### config.mk
export PLATFORM = sky130hd
export DESIGN_NAME = cpu_datapath
export DESIGN_NICKNAME = d
export VERILOG_FILES = /design/src/common/lc3b_types.sv /design/src/common/pipe_if.sv /design/src/fetch/if_stage.sv /design/src/decode/id_stage.sv /design/src/execute/ex_stage.sv /design/src/logic/mem_wb_stage.sv /design/src/logic/cpu_datapath.sv
export VERILOG_INCLUDE_DIRS = /design/src /design/src/common
export SDC_FILE = /design/constraint.sdc
export NUM_CORES = 1
export LEC_CHECK = 0
export BUFFER_PORTS_ARGS = -buffer_cell sky130_fd_sc_hd__buf_2
export CORE_ASPECT_RATIO = 0.7
export CORE_MARGIN = 2
export CORE_UTILIZATION = 57
export DETAILED_ROUTE_END_ITERATION = 6
export GPL_ROUTABILITY_DRIVEN = 1
export PLACE_DENSITY = 0.85
export SYNTH_ARGS = -nofsm -noshare
export SYNTH_HDL_FRONTEND = slang
export SYNTH_HIERARCHICAL = 1
export SYNTH_SLANG_ARGS = --single-unit
### constraint.sdc
create_clock -name clk -period 4 [get_ports clk]
set_clock_uncertainty 0.2 [all_clocks]
set_input_delay 0.2 -clock clk [delete_from_list [all_inputs] [get_ports clk]]
set_output_delay 0.2 -clock clk [all_outputs]
set_load 0.05 [all_outputs]
### src/common/lc3b_params.svh
`ifndef LC3B_PARAMS_SVH
`define LC3B_PARAMS_SVH

// Program counter loaded while reset is held
`define LC3B_RESET_PC 16'h0000

// BR with no condition bits set, placed in empty and squashed slots
`define LC3B_NOP_WORD 16'h0000

`endif

### src/common/lc3b_types.sv
package lc3b_types;

    typedef logic [15:0] lc3b_word;
    typedef logic [2:0] lc3b_reg;
    typedef logic [2:0] lc3b_nzp;

    // Only the opcodes this datapath executes, the rest decode as no-ops
    typedef enum logic [3:0] {
        op_br  = 4'b0000,
        op_add = 4'b0001,
        op_and = 4'b0101,
        op_ldr = 4'b0110,
        op_str = 4'b0111,
        op_not = 4'b1001
    } lc3b_opcode;

    typedef enum logic [1:0] {
        alu_add,
        alu_and,
        alu_not,
        alu_pass
    } lc3b_aluop;

    // An all-zero word is a harmless no-op
    typedef struct packed {
        lc3b_opcode opcode;
        lc3b_aluop aluop;
        logic use_imm;
        logic load_regfile;
        logic load_cc;
        logic mem_read;
        logic mem_write;
        logic is_branch;
    } lc3b_control_word;

endpackage : lc3b_types

### src/common/pipe_if.sv
`timescale 1ns/10ps

// One pipeline slot, driven by the registers at the end of a stage
interface pipe_if;
    import lc3b_types::*;

    logic valid;
    lc3b_control_word ctrl;
    lc3b_word pc;
    lc3b_word instruction;
    lc3b_reg dest;
    lc3b_word src1_data;
    lc3b_word src2_data;
    // Computed value, loaded word, or the store data of an STR
    lc3b_word result;

    modport out (
        output valid,
        output ctrl,
        output pc,
        output instruction,
        output dest,
        output src1_data,
        output src2_data,
        output result
    );

    modport in (
        input valid,
        input ctrl,
        input pc,
        input instruction,
        input dest,
        input src1_data,
        input src2_data,
        input result
    );

endinterface : pipe_if

### src/fetch/if_stage.sv
`timescale 1ns/10ps
`include "lc3b_params.svh"

module if_stage (
    input logic clk,
    input logic reset,
    input logic stall,
    input logic br_taken,
    input lc3b_types::lc3b_word br_target,
    input logic resp_a,
    input lc3b_types::lc3b_word rdata_a,
    output logic read_a,
    output lc3b_types::lc3b_word address_a,
    output logic held,
    pipe_if.out fetch_slot
);
    import lc3b_types::*;

    lc3b_word pc;
    lc3b_word held_word;
    lc3b_word fetched;
    logic fetch_en;
    logic word_ready;

    // Port A stays idle until the first edge that sees reset released
    assign read_a = fetch_en && !held;
    assign address_a = pc;
    assign word_ready = held || (read_a && resp_a);
    assign fetched = held ? held_word : rdata_a;

    always_ff @(posedge clk) begin
        if (reset) begin
            fetch_en <= 1'b0;
            pc <= `LC3B_RESET_PC;
            held <= 1'b0;
            fetch_slot.valid <= 1'b0;
        end else begin
            fetch_en <= 1'b1;
            if (!stall) begin
                held <= 1'b0;
                if (br_taken) begin
                    // The word fetched this cycle is on the wrong path
                    pc <= br_target;
                    fetch_slot.valid <= 1'b0;
                end else if (word_ready) begin
                    pc <= pc + 16'd2;
                    fetch_slot.valid <= 1'b1;
                end else begin
                    fetch_slot.valid <= 1'b0;
                end
            end else if (read_a && resp_a) begin
                held <= 1'b1;
            end
        end
    end

    always_ff @(posedge clk) begin
        if (!stall) begin
            fetch_slot.pc <= pc;
            if (br_taken || !word_ready)
                fetch_slot.instruction <= `LC3B_NOP_WORD;
            else
                fetch_slot.instruction <= fetched;
        end
        // Keep the word that arrived while another port holds the pipeline
        if (stall && read_a && resp_a)
            held_word <= rdata_a;
    end

    // Fields filled in by decode
    assign fetch_slot.ctrl = '0;
    assign fetch_slot.dest = fetch_slot.instruction[11:9];
    assign fetch_slot.src1_data = '0;
    assign fetch_slot.src2_data = '0;
    assign fetch_slot.result = '0;

    a_fetch_addr_stable: assert property (@(posedge clk) disable iff (reset)
        read_a && !resp_a |=> read_a && $stable(address_a));

endmodule : if_stage

### src/decode/id_stage.sv
`timescale 1ns/10ps
`include "lc3b_params.svh"

module id_stage (
    input logic clk,
    input logic reset,
    input logic stall,
    input logic squash,
    input logic wb_en,
    input lc3b_types::lc3b_reg wb_dest,
    input lc3b_types::lc3b_word wb_data,
    pipe_if.in in_slot,
    pipe_if.out out_slot
);
    import lc3b_types::*;

    lc3b_word regs [8];
    lc3b_word instr;
    lc3b_control_word ctrl;
    lc3b_word sr1_data;
    lc3b_word sr2_data;
    lc3b_word store_data;
    lc3b_word imm5_sext;
    lc3b_word offset6_sext;
    lc3b_word src2_sel;
    logic kill;

    assign instr = in_slot.instruction;
    assign kill = squash || !in_slot.valid;

    always_comb begin
        ctrl = '0;
        ctrl.aluop = alu_pass;
        case (lc3b_opcode'(instr[15:12]))
            op_add, op_and: begin
                ctrl.opcode = lc3b_opcode'(instr[15:12]);
                ctrl.aluop = (instr[15:12] == op_add) ? alu_add : alu_and;
                ctrl.use_imm = instr[5];
                ctrl.load_regfile = 1'b1;
                ctrl.load_cc = 1'b1;
            end
            op_not: begin
                ctrl.opcode = op_not;
                ctrl.aluop = alu_not;
                ctrl.load_regfile = 1'b1;
                ctrl.load_cc = 1'b1;
            end
            op_ldr: begin
                ctrl.opcode = op_ldr;
                ctrl.aluop = alu_add;
                ctrl.use_imm = 1'b1;
                ctrl.mem_read = 1'b1;
                ctrl.load_regfile = 1'b1;
                ctrl.load_cc = 1'b1;
            end
            op_str: begin
                ctrl.opcode = op_str;
                ctrl.aluop = alu_add;
                ctrl.use_imm = 1'b1;
                ctrl.mem_write = 1'b1;
            end
            op_br: begin
                ctrl.opcode = op_br;
                ctrl.is_branch = 1'b1;
            end
            default: ;
        endcase
    end

    // Reads see a writeback in the same cycle
    assign sr1_data = (wb_en && wb_dest == instr[8:6]) ? wb_data : regs[instr[8:6]];
    assign sr2_data = (wb_en && wb_dest == instr[2:0]) ? wb_data : regs[instr[2:0]];
    assign store_data = (wb_en && wb_dest == instr[11:9]) ? wb_data : regs[instr[11:9]];

    assign imm5_sext = {{11{instr[4]}}, instr[4:0]};
    assign offset6_sext = {{10{instr[5]}}, instr[5:0]};

    always_comb begin
        if (!ctrl.use_imm)
            src2_sel = sr2_data;
        else if (ctrl.mem_read || ctrl.mem_write)
            src2_sel = offset6_sext;
        else
            src2_sel = imm5_sext;
    end

    always_ff @(posedge clk) begin
        if (reset) begin
            for (int i = 0; i < 8; i++)
                regs[i] <= '0;
        end else if (wb_en) begin
            regs[wb_dest] <= wb_data;
        end
    end

    always_ff @(posedge clk) begin
        if (reset) begin
            out_slot.valid <= 1'b0;
            out_slot.ctrl <= '0;
        end else if (!stall) begin
            out_slot.valid <= !kill;
            out_slot.ctrl <= kill ? '0 : ctrl;
        end
    end

    always_ff @(posedge clk) begin
        if (!stall) begin
            out_slot.instruction <= kill ? `LC3B_NOP_WORD : instr;
            out_slot.pc <= in_slot.pc;
            out_slot.dest <= instr[11:9];
            out_slot.src1_data <= sr1_data;
            out_slot.src2_data <= src2_sel;
            out_slot.result <= store_data;
        end
    end

endmodule : id_stage

### src/execute/ex_stage.sv
`timescale 1ns/10ps

module ex_stage (
    input logic clk,
    input logic reset,
    input logic stall,
    input lc3b_types::lc3b_nzp cc,
    pipe_if.in in_slot,
    pipe_if.out out_slot,
    output logic br_taken,
    output lc3b_types::lc3b_word br_target
);
    import lc3b_types::*;

    lc3b_word alu_b;
    lc3b_word alu_out;
    lc3b_word offset9_sext;
    logic is_mem;

    assign is_mem = in_slot.ctrl.mem_read || in_slot.ctrl.mem_write;

    // Offsets of LDR and STR count words
    assign alu_b = is_mem ? {in_slot.src2_data[14:0], 1'b0} : in_slot.src2_data;

    always_comb begin
        case (in_slot.ctrl.aluop)
            alu_add: alu_out = in_slot.src1_data + alu_b;
            alu_and: alu_out = in_slot.src1_data & alu_b;
            alu_not: alu_out = ~in_slot.src1_data;
            alu_pass: alu_out = in_slot.src1_data;
        endcase
    end

    assign offset9_sext = {{7{in_slot.instruction[8]}}, in_slot.instruction[8:0]};
    assign br_target = in_slot.pc + 16'd2 + {offset9_sext[14:0], 1'b0};

    // Decode clears the control word of every invalid slot
    assign br_taken = in_slot.ctrl.is_branch && |(in_slot.instruction[11:9] & cc);

    always_ff @(posedge clk) begin
        if (reset) begin
            out_slot.valid <= 1'b0;
            out_slot.ctrl <= '0;
        end else if (!stall) begin
            out_slot.valid <= in_slot.valid;
            out_slot.ctrl <= in_slot.ctrl;
        end
    end

    // The effective address moves on in src1_data and STR data stays in result
    always_ff @(posedge clk) begin
        if (!stall) begin
            out_slot.pc <= in_slot.pc;
            out_slot.instruction <= in_slot.instruction;
            out_slot.dest <= in_slot.dest;
            out_slot.src1_data <= alu_out;
            out_slot.src2_data <= in_slot.src2_data;
            out_slot.result <= in_slot.ctrl.mem_write ? in_slot.result : alu_out;
        end
    end

    a_branch_valid: assert property (@(posedge clk) disable iff (reset)
        br_taken |-> in_slot.valid);

    // Decode squashes the instruction right behind a taken branch
    a_branch_squash: assert property (@(posedge clk) disable iff (reset)
        br_taken && !stall |=> !in_slot.valid);

endmodule : ex_stage

### src/logic/mem_wb_stage.sv
`timescale 1ns/10ps

module mem_wb_stage (
    input logic clk,
    input logic reset,
    input logic stall,
    pipe_if.in in_slot,
    pipe_if.out out_slot,
    input logic resp_b,
    input lc3b_types::lc3b_word rdata_b,
    output logic read_b,
    output logic write_b,
    output lc3b_types::lc3b_word address_b,
    output lc3b_types::lc3b_word wdata_b,
    output logic [1:0] wmask_b,
    output logic wb_en,
    output lc3b_types::lc3b_reg wb_dest,
    output lc3b_types::lc3b_word wb_data,
    output lc3b_types::lc3b_nzp cc
);
    import lc3b_types::*;

    logic mem_done;
    lc3b_word held_rdata;
    lc3b_word load_data;
    lc3b_nzp cc_reg;
    lc3b_nzp new_cc;
    logic cc_en;

    // An access that finished while fetch still waits is not issued again
    assign read_b = in_slot.valid && in_slot.ctrl.mem_read && !mem_done;
    assign write_b = in_slot.valid && in_slot.ctrl.mem_write && !mem_done;
    assign address_b = in_slot.src1_data;
    assign wdata_b = in_slot.result;
    assign wmask_b = 2'b11;
    assign load_data = mem_done ? held_rdata : rdata_b;

    always_ff @(posedge clk) begin
        if (reset) begin
            mem_done <= 1'b0;
            out_slot.valid <= 1'b0;
            out_slot.ctrl <= '0;
        end else if (!stall) begin
            mem_done <= 1'b0;
            out_slot.valid <= in_slot.valid;
            out_slot.ctrl <= in_slot.ctrl;
        end else if ((read_b || write_b) && resp_b) begin
            mem_done <= 1'b1;
        end
    end

    always_ff @(posedge clk) begin
        if (!stall) begin
            out_slot.pc <= in_slot.pc;
            out_slot.instruction <= in_slot.instruction;
            out_slot.dest <= in_slot.dest;
            out_slot.src1_data <= in_slot.src1_data;
            out_slot.src2_data <= in_slot.src2_data;
            out_slot.result <= in_slot.ctrl.mem_read ? load_data : in_slot.result;
        end
        if (stall && read_b && resp_b)
            held_rdata <= rdata_b;
    end

    assign wb_en = out_slot.valid && out_slot.ctrl.load_regfile;
    assign wb_dest = out_slot.dest;
    assign wb_data = out_slot.result;

    always_comb begin
        if (out_slot.result[15])
            new_cc = 3'b100;
        else if (out_slot.result == '0)
            new_cc = 3'b010;
        else
            new_cc = 3'b001;
    end

    assign cc_en = out_slot.valid && out_slot.ctrl.load_cc;

    // Branches in execute see the new code in the same cycle
    assign cc = cc_en ? new_cc : cc_reg;

    always_ff @(posedge clk) begin
        if (reset)
            cc_reg <= 3'b010;
        else if (cc_en)
            cc_reg <= new_cc;
    end

    a_port_b_exclusive: assert property (@(posedge clk) disable iff (reset)
        !(read_b && write_b));

    a_port_b_aligned: assert property (@(posedge clk) disable iff (reset)
        (read_b || write_b) |-> !address_b[0]);

endmodule : mem_wb_stage

### src/logic/cpu_datapath.sv
`timescale 1ns/10ps

module cpu_datapath (
    input logic clk,
    input logic reset,

    // Port A, instruction fetch
    input logic resp_a,
    input lc3b_types::lc3b_word rdata_a,
    output logic read_a,
    output logic write_a,
    output logic [1:0] wmask_a,
    output lc3b_types::lc3b_word address_a,
    output lc3b_types::lc3b_word wdata_a,

    // Port B, loads and stores
    input logic resp_b,
    input lc3b_types::lc3b_word rdata_b,
    output logic read_b,
    output logic write_b,
    output logic [1:0] wmask_b,
    output lc3b_types::lc3b_word address_b,
    output lc3b_types::lc3b_word wdata_b
);
    import lc3b_types::*;

    logic stall;
    logic held_a;
    logic br_taken;
    lc3b_word br_target;
    logic wb_en;
    lc3b_reg wb_dest;
    lc3b_word wb_data;
    lc3b_nzp cc;

    pipe_if if_id ();
    pipe_if id_ex ();
    pipe_if ex_mem ();
    pipe_if mem_wb ();

    // Port A only reads
    assign write_a = 1'b0;
    assign wmask_a = 2'b11;
    assign wdata_a = '0;

    // Any port still waiting freezes every stage
    assign stall = (read_a && !resp_a && !held_a) ||
                   (read_b && !resp_b) ||
                   (write_b && !resp_b);

    if_stage fetch (
        .clk(clk),
        .reset(reset),
        .stall(stall),
        .br_taken(br_taken),
        .br_target(br_target),
        .resp_a(resp_a),
        .rdata_a(rdata_a),
        .read_a(read_a),
        .address_a(address_a),
        .held(held_a),
        .fetch_slot(if_id)
    );

    id_stage decode (
        .clk(clk),
        .reset(reset),
        .stall(stall),
        .squash(br_taken),
        .wb_en(wb_en),
        .wb_dest(wb_dest),
        .wb_data(wb_data),
        .in_slot(if_id),
        .out_slot(id_ex)
    );

    ex_stage execute (
        .clk(clk),
        .reset(reset),
        .stall(stall),
        .cc(cc),
        .in_slot(id_ex),
        .out_slot(ex_mem),
        .br_taken(br_taken),
        .br_target(br_target)
    );

    mem_wb_stage mem_wb_unit (
        .clk(clk),
        .reset(reset),
        .stall(stall),
        .in_slot(ex_mem),
        .out_slot(mem_wb),
        .resp_b(resp_b),
        .rdata_b(rdata_b),
        .read_b(read_b),
        .write_b(write_b),
        .address_b(address_b),
        .wdata_b(wdata_b),
        .wmask_b(wmask_b),
        .wb_en(wb_en),
        .wb_dest(wb_dest),
        .wb_data(wb_data),
        .cc(cc)
    );

endmodule : cpu_datapath

# Word level (Yosys, flattened, before mapping)
# Memory sizes are Yosys's and may differ from the RTL's. A register that Yosys moved wholly into a read port is not among the register bits.
# Index checks and enable logic that the tools add are counted.
# W data, S select, Z words.
# word_totals
wordCells,144
out_inout_bits,72
inputBits,36
n_memories,1
ram_bits,128
ff_bits,236
# memory_table
name,words,word_bits,rd,rd_clocked_by_memory_dff,wr,line,text
decode.regs,8,16,3,3,8,id_stage.sv:17,lc3b_word regs [8];
# classes
mux,41
reduce_logical,47
eq_ne,11
bitwise,4
n_addsub,4
# op_table
operator,n
$mux W16,13
$pmux W16 S4,1
$add A16 B16 Y16,2
$add A16 B2 Y16 const B,2
$mux W3,9
$logic_and A1 B1 Y1,21
$and A16 B16 Y16,1
$logic_not A16 Y1,1
$not A16 Y16,1
$reduce_or A16 Y1,1
$mux W1,13
$eq A4 B3 Y1 const B,3
$eq A3 B3 Y1,3
$logic_or A1 B1 Y1,8
$mux W8,1
$logic_not A1 Y1,7
$pmux W2 S3,1
$reduce_or A2 Y1,3
$eq A2 B2 Y1 const B,2
$eq A4 B1 Y1 const B,1
$eq A4 B4 Y1 const B,1
$logic_not A4 Y1,1
$mux W2,2
$reduce_or A4 Y1,1
8 further kinds,8

# Depth between registers and ports, before layout
# logic_depth
depth_word,10
depth_mapped,14
depth_no_buf,14

# By module
# The synthesis kept the hierarchy.
# modules_own_cells
mod,instances,seq_area_each_um2,area_per_inst_um2,cells_per_inst
id_stage,1,6576.3,11509.8,756
ex_stage,1,2752.6,5425.2,436
mem_wb_stage,1,3313.2,4415.5,280
if_stage,1,1821.7,3219.3,284
cpu_datapath,1,0.0,166.4,24

# Worst setup path before layout
# Ideal clock, no wire load.
# synth_path
path_kind,register -> register
from,register mem_wb_unit.mem_done
to,"register mem_wb_unit.held_rdata[0], enable pin"
path_buffers,2
setup_ns,0.466
period_less_slack_ns,4.403
arrival_time_ns,3.737
required_time_ns,3.334
path_stages_with_launch,8
setup_slack_ns,-0.403
path_cell_list,dfxtp_1 buf_2 and3b_1 nor2_1 o2bb2ai_1 buf_2 inv_1 nor2_1
# synth_between
elab_chain_cells,7
elab_cells_between_ends,9
cone_classes,reduce/logical (9)
# synth_lines
element,line,text
"start, declared",mem_wb_stage.sv:23,logic mem_done;
"start signal, assigned",mem_wb_stage.sv:40,mem_done <= 1'b0;
"start signal, assigned",mem_wb_stage.sv:44,mem_done <= 1'b0;
"start signal, assigned",mem_wb_stage.sv:48,mem_done <= 1'b1;
$logic_not A1 Y1,mem_wb_stage.sv:31,assign read_b = in_slot.valid && in_slot.ctrl.mem_read && !mem_done;
$logic_and A1 B1 Y1,mem_wb_stage.sv:31,
via read_b,cpu_datapath.sv:19,"output logic read_b,"
$logic_and A1 B1 Y1,cpu_datapath.sv:48,(read_b && !resp_b) ||
$logic_or A1 B1 Y1,cpu_datapath.sv:47,assign stall = (read_a && !resp_a && !held_a) ||
$logic_or A1 B1 Y1,cpu_datapath.sv:48,
via stall,cpu_datapath.sv:27,logic stall;
$logic_and A1 B1 Y1 (2 in a row),mem_wb_stage.sv:61,if (stall && read_b && resp_b)
"end signal, assigned",mem_wb_stage.sv:62,held_rdata <= rdata_b;
"end, declared",mem_wb_stage.sv:24,lc3b_word held_rdata;
# The timed path passes the listed nets, and every way through them passes these cells.
# A chain may end at the register's enable or synchronous reset.

# Worst setup path after layout
# layout_path
from,register mem_wb_unit.out_slot.result[11]
to,"register fetch.pc[8], in the netlist fetch/address_a[8]"
# layout_between
elab_chain_cells,9
elab_cells_between_ends,10
cone_classes,mux (4); bitwise (1); reduce/logical (5)
# layout_lines
element,line,text
"start, declared",pipe_if.sv:25,output result
$logic_not A16 Y1 (*),mem_wb_stage.sv:72,else if (out_slot.result == '0)
$mux W2 (*),mem_wb_stage.sv:72,
$mux W3 (*),mem_wb_stage.sv:70,if (out_slot.result[15])
$mux W3 (*),mem_wb_stage.sv:81,assign cc = cc_en ? new_cc : cc_reg;
via cc[1],cpu_datapath.sv:34,lc3b_nzp cc;
$and A3 B3 Y3 (*),ex_stage.sv:38,assign br_taken = in_slot.ctrl.is_branch && |(in_slot.instruction[11:9] & cc);
$reduce_or A3 Y1 (*),ex_stage.sv:38,
$logic_and A1 B1 Y1 (*),ex_stage.sv:38,
via br_taken,cpu_datapath.sv:29,logic br_taken;
$reduce_bool A2 Y1 (no source line),n/a,
$reduce_and A2 Y1 (no source line),n/a,
"end signal, assigned",if_stage.sv:34,pc <= `LC3B_RESET_PC;
"end signal, assigned",if_stage.sv:43,pc <= br_target;
"end signal, assigned",if_stage.sv:46,pc <= pc + 16'd2;
"end, declared",if_stage.sv:19,lc3b_word pc;
# Mark *: on every way through the listed nets, which the timed path passes. The rest lies on a longest branch.

==> impl_metrics.tcl <==
set metrics [dict create \
    arrival_ps 3950 \
    grt_overflow 0 \
    hold_viol_final 0 \
    finalCritPeriodShare_pct 92.6 \
    end_kind "flop" \
    floorplan.initialDensity_pct 57.7 \
    cp-endpoint "fetch/address_a[8]" \
    outcome "completed" \
    hold_class "in -> reg" \
    path_clk_slew_ps 60 \
    worstSetupStartpointType "flop" \
    ff2ff_path_depth 10 \
    clockBufferDepth 3 \
    power_density_nw_per_um2 488 \
    leakage_nw 8.25 \
    rsz0062_at_grt "no" \
    grt_max_degree 49 \
    dieWidth_um 228 \
    io_pins 108 \
    grt_pass1_vias 12792 \
    r2r_end "fetch/address_a[8]" \
    fmax_ghz 0.270 \
    final_layout_size_suffix_gt1_share_pct 21.3 \
    dieArea_um2 36600 \
    final_common_cell "edfxtp_1" \
    synth_area_um2 20000 \
    area_delta_synth_final_pct 9.23 \
    gp_congestion 0.958 \
    numCtsBuffers 36 \
    slew_violations 0 \
    die_h_um 161 \
    largest_register_ffs 128 \
    ant_nets 0 \
    fp.coreArea_um2 34700 \
    required_ps 4240 \
    grt_pass1_wl_mm 75.2 \
    num-nets-final 1650 \
    top_register "decode/regs" \
    syn_avg_cell_area_um2 13.1 \
    netlist_instances 1527 \
    antenna_found_initial 3 \
    vias 13216 \
    fin_tns_setup_ps 0 \
    htreeDepth 2 \
    num_rows 57 \
    wl_per_cell_um 24.0 \
    layout_common_cells "325 x edfxtp_1, 145 x and2_1, 120 x nor2_1" \
    ys_warn_count 6 \
    insertion_delay_ps 530 \
    crit_type "reg -> reg" \
    root_buffer "clkbuf_16" \
    fillCellCount 2435 \
    io_buffers 86 \
    cp-startpoint "mem_wb_unit/out_slot.result[11]" \
    post-route-min-period_ps 3700 \
    drt_iter0_markers 1631 \
    drv_cap 0 \
    drtPass1Iterations 6 \
    slew_headroom_pct 21.0 \
    tightest_slew_ps 1190 \
    fin_util_pct 63.0 \
    viasPerCell 6.40 \
    post_cts_resized 0 \
    worstPathMaxFanout 15 \
    cts_tree "done" \
    final_cell_area_um2 21800 \
    grt_use_total_pct 26.9 \
    place_area_um2 20400 \
    hpwl_mm 32.4 \
    p_total_mw 10.7 \
    setup_violations 0 \
    cts_sinks 363 \
    drt-total-wl_mm 49.6 \
    r2r_slack_ps 300 \
    route.detailed.drc 0 \
    rr_startpoint "mem_wb_unit/out_slot.result[11]" \
    ir_drop_mv 0.261 \
]
## final cells by class
type                       instances  area [µm²]  area share (%)
antenna                            2        5.00          0.0229
clock buffer                      45         945            4.32
clock inverter                    17         194           0.888
inverter                          22        82.6           0.378
multi-input combinational        973        8350            38.2
sequential                       363       10500            48.2
tap                              472         591            2.70
timing repair buffer             170        1160            5.29
## through the flow
stage	instances	setup WS (ps)	hold WS [ps]
2_1_floorplan	1545	345	72.4
3_3_place_gp	1967	602	192
3_5_place_dp	1967	528	194
4_1_cts	2062	464	5.65
5_1_grt	2062	145	45.1
6_report	2064	297	20.9
## how the worst min path moves through the flow
stage	cells past startpoint	from	to	slack (ps)
2_1_floorplan	1	reset	execute/out_slot.ctrl[1]	70
6_report	4	resp_a	fetch/held	20
4_1_cts	4	resp_a	fetch/held	6
5_1_grt	4	resp_a	fetch/held	50
3_3_place_gp	1	rdata_b[15]	mem_wb_unit/held_rdata[15]	190
3_5_place_dp	1	rdata_a[8]	fetch/held_word[8]	190
## critical path, stage by stage, from the launching register on
cell and delay, ps:
edfxtp_1 550, nor4_1 470, nand4_1 300, o21ai_0 240, a222oi_1 130, nor2b_2 510
clkinv_1 310, a21oi_1 390, buf_4 220, nand2_1 90, o22ai_1 200
## metal layers
| layer | track usage (%) | wire length (µm) | up-vias |
|---|---|---|---|
| met5 | 0 | 26 | - |
| met4 | 7.66 | 1220 | 4 |
| met3 | 7.95 | 6580 | 115 |
| met2 | 41.4 | 22000 | 875 |
| met1 | 37.6 | 19800 | 6468 |
| li1 | - | - | 5754 |
## power by group
group / internal [mW] / switching, mW
logic: 0.815 / 1.51
registers: 4.61 / 0.386
clock network: 1.94 / 1.41
total: 7.36 / 3.31
## what timing repair did
item | CTS | global route
hold buffers | 33 | 0
hold endpoints to repair | 49 | 0
buffers inserted | 0 | 0
(Power assumes the default switching activity.)
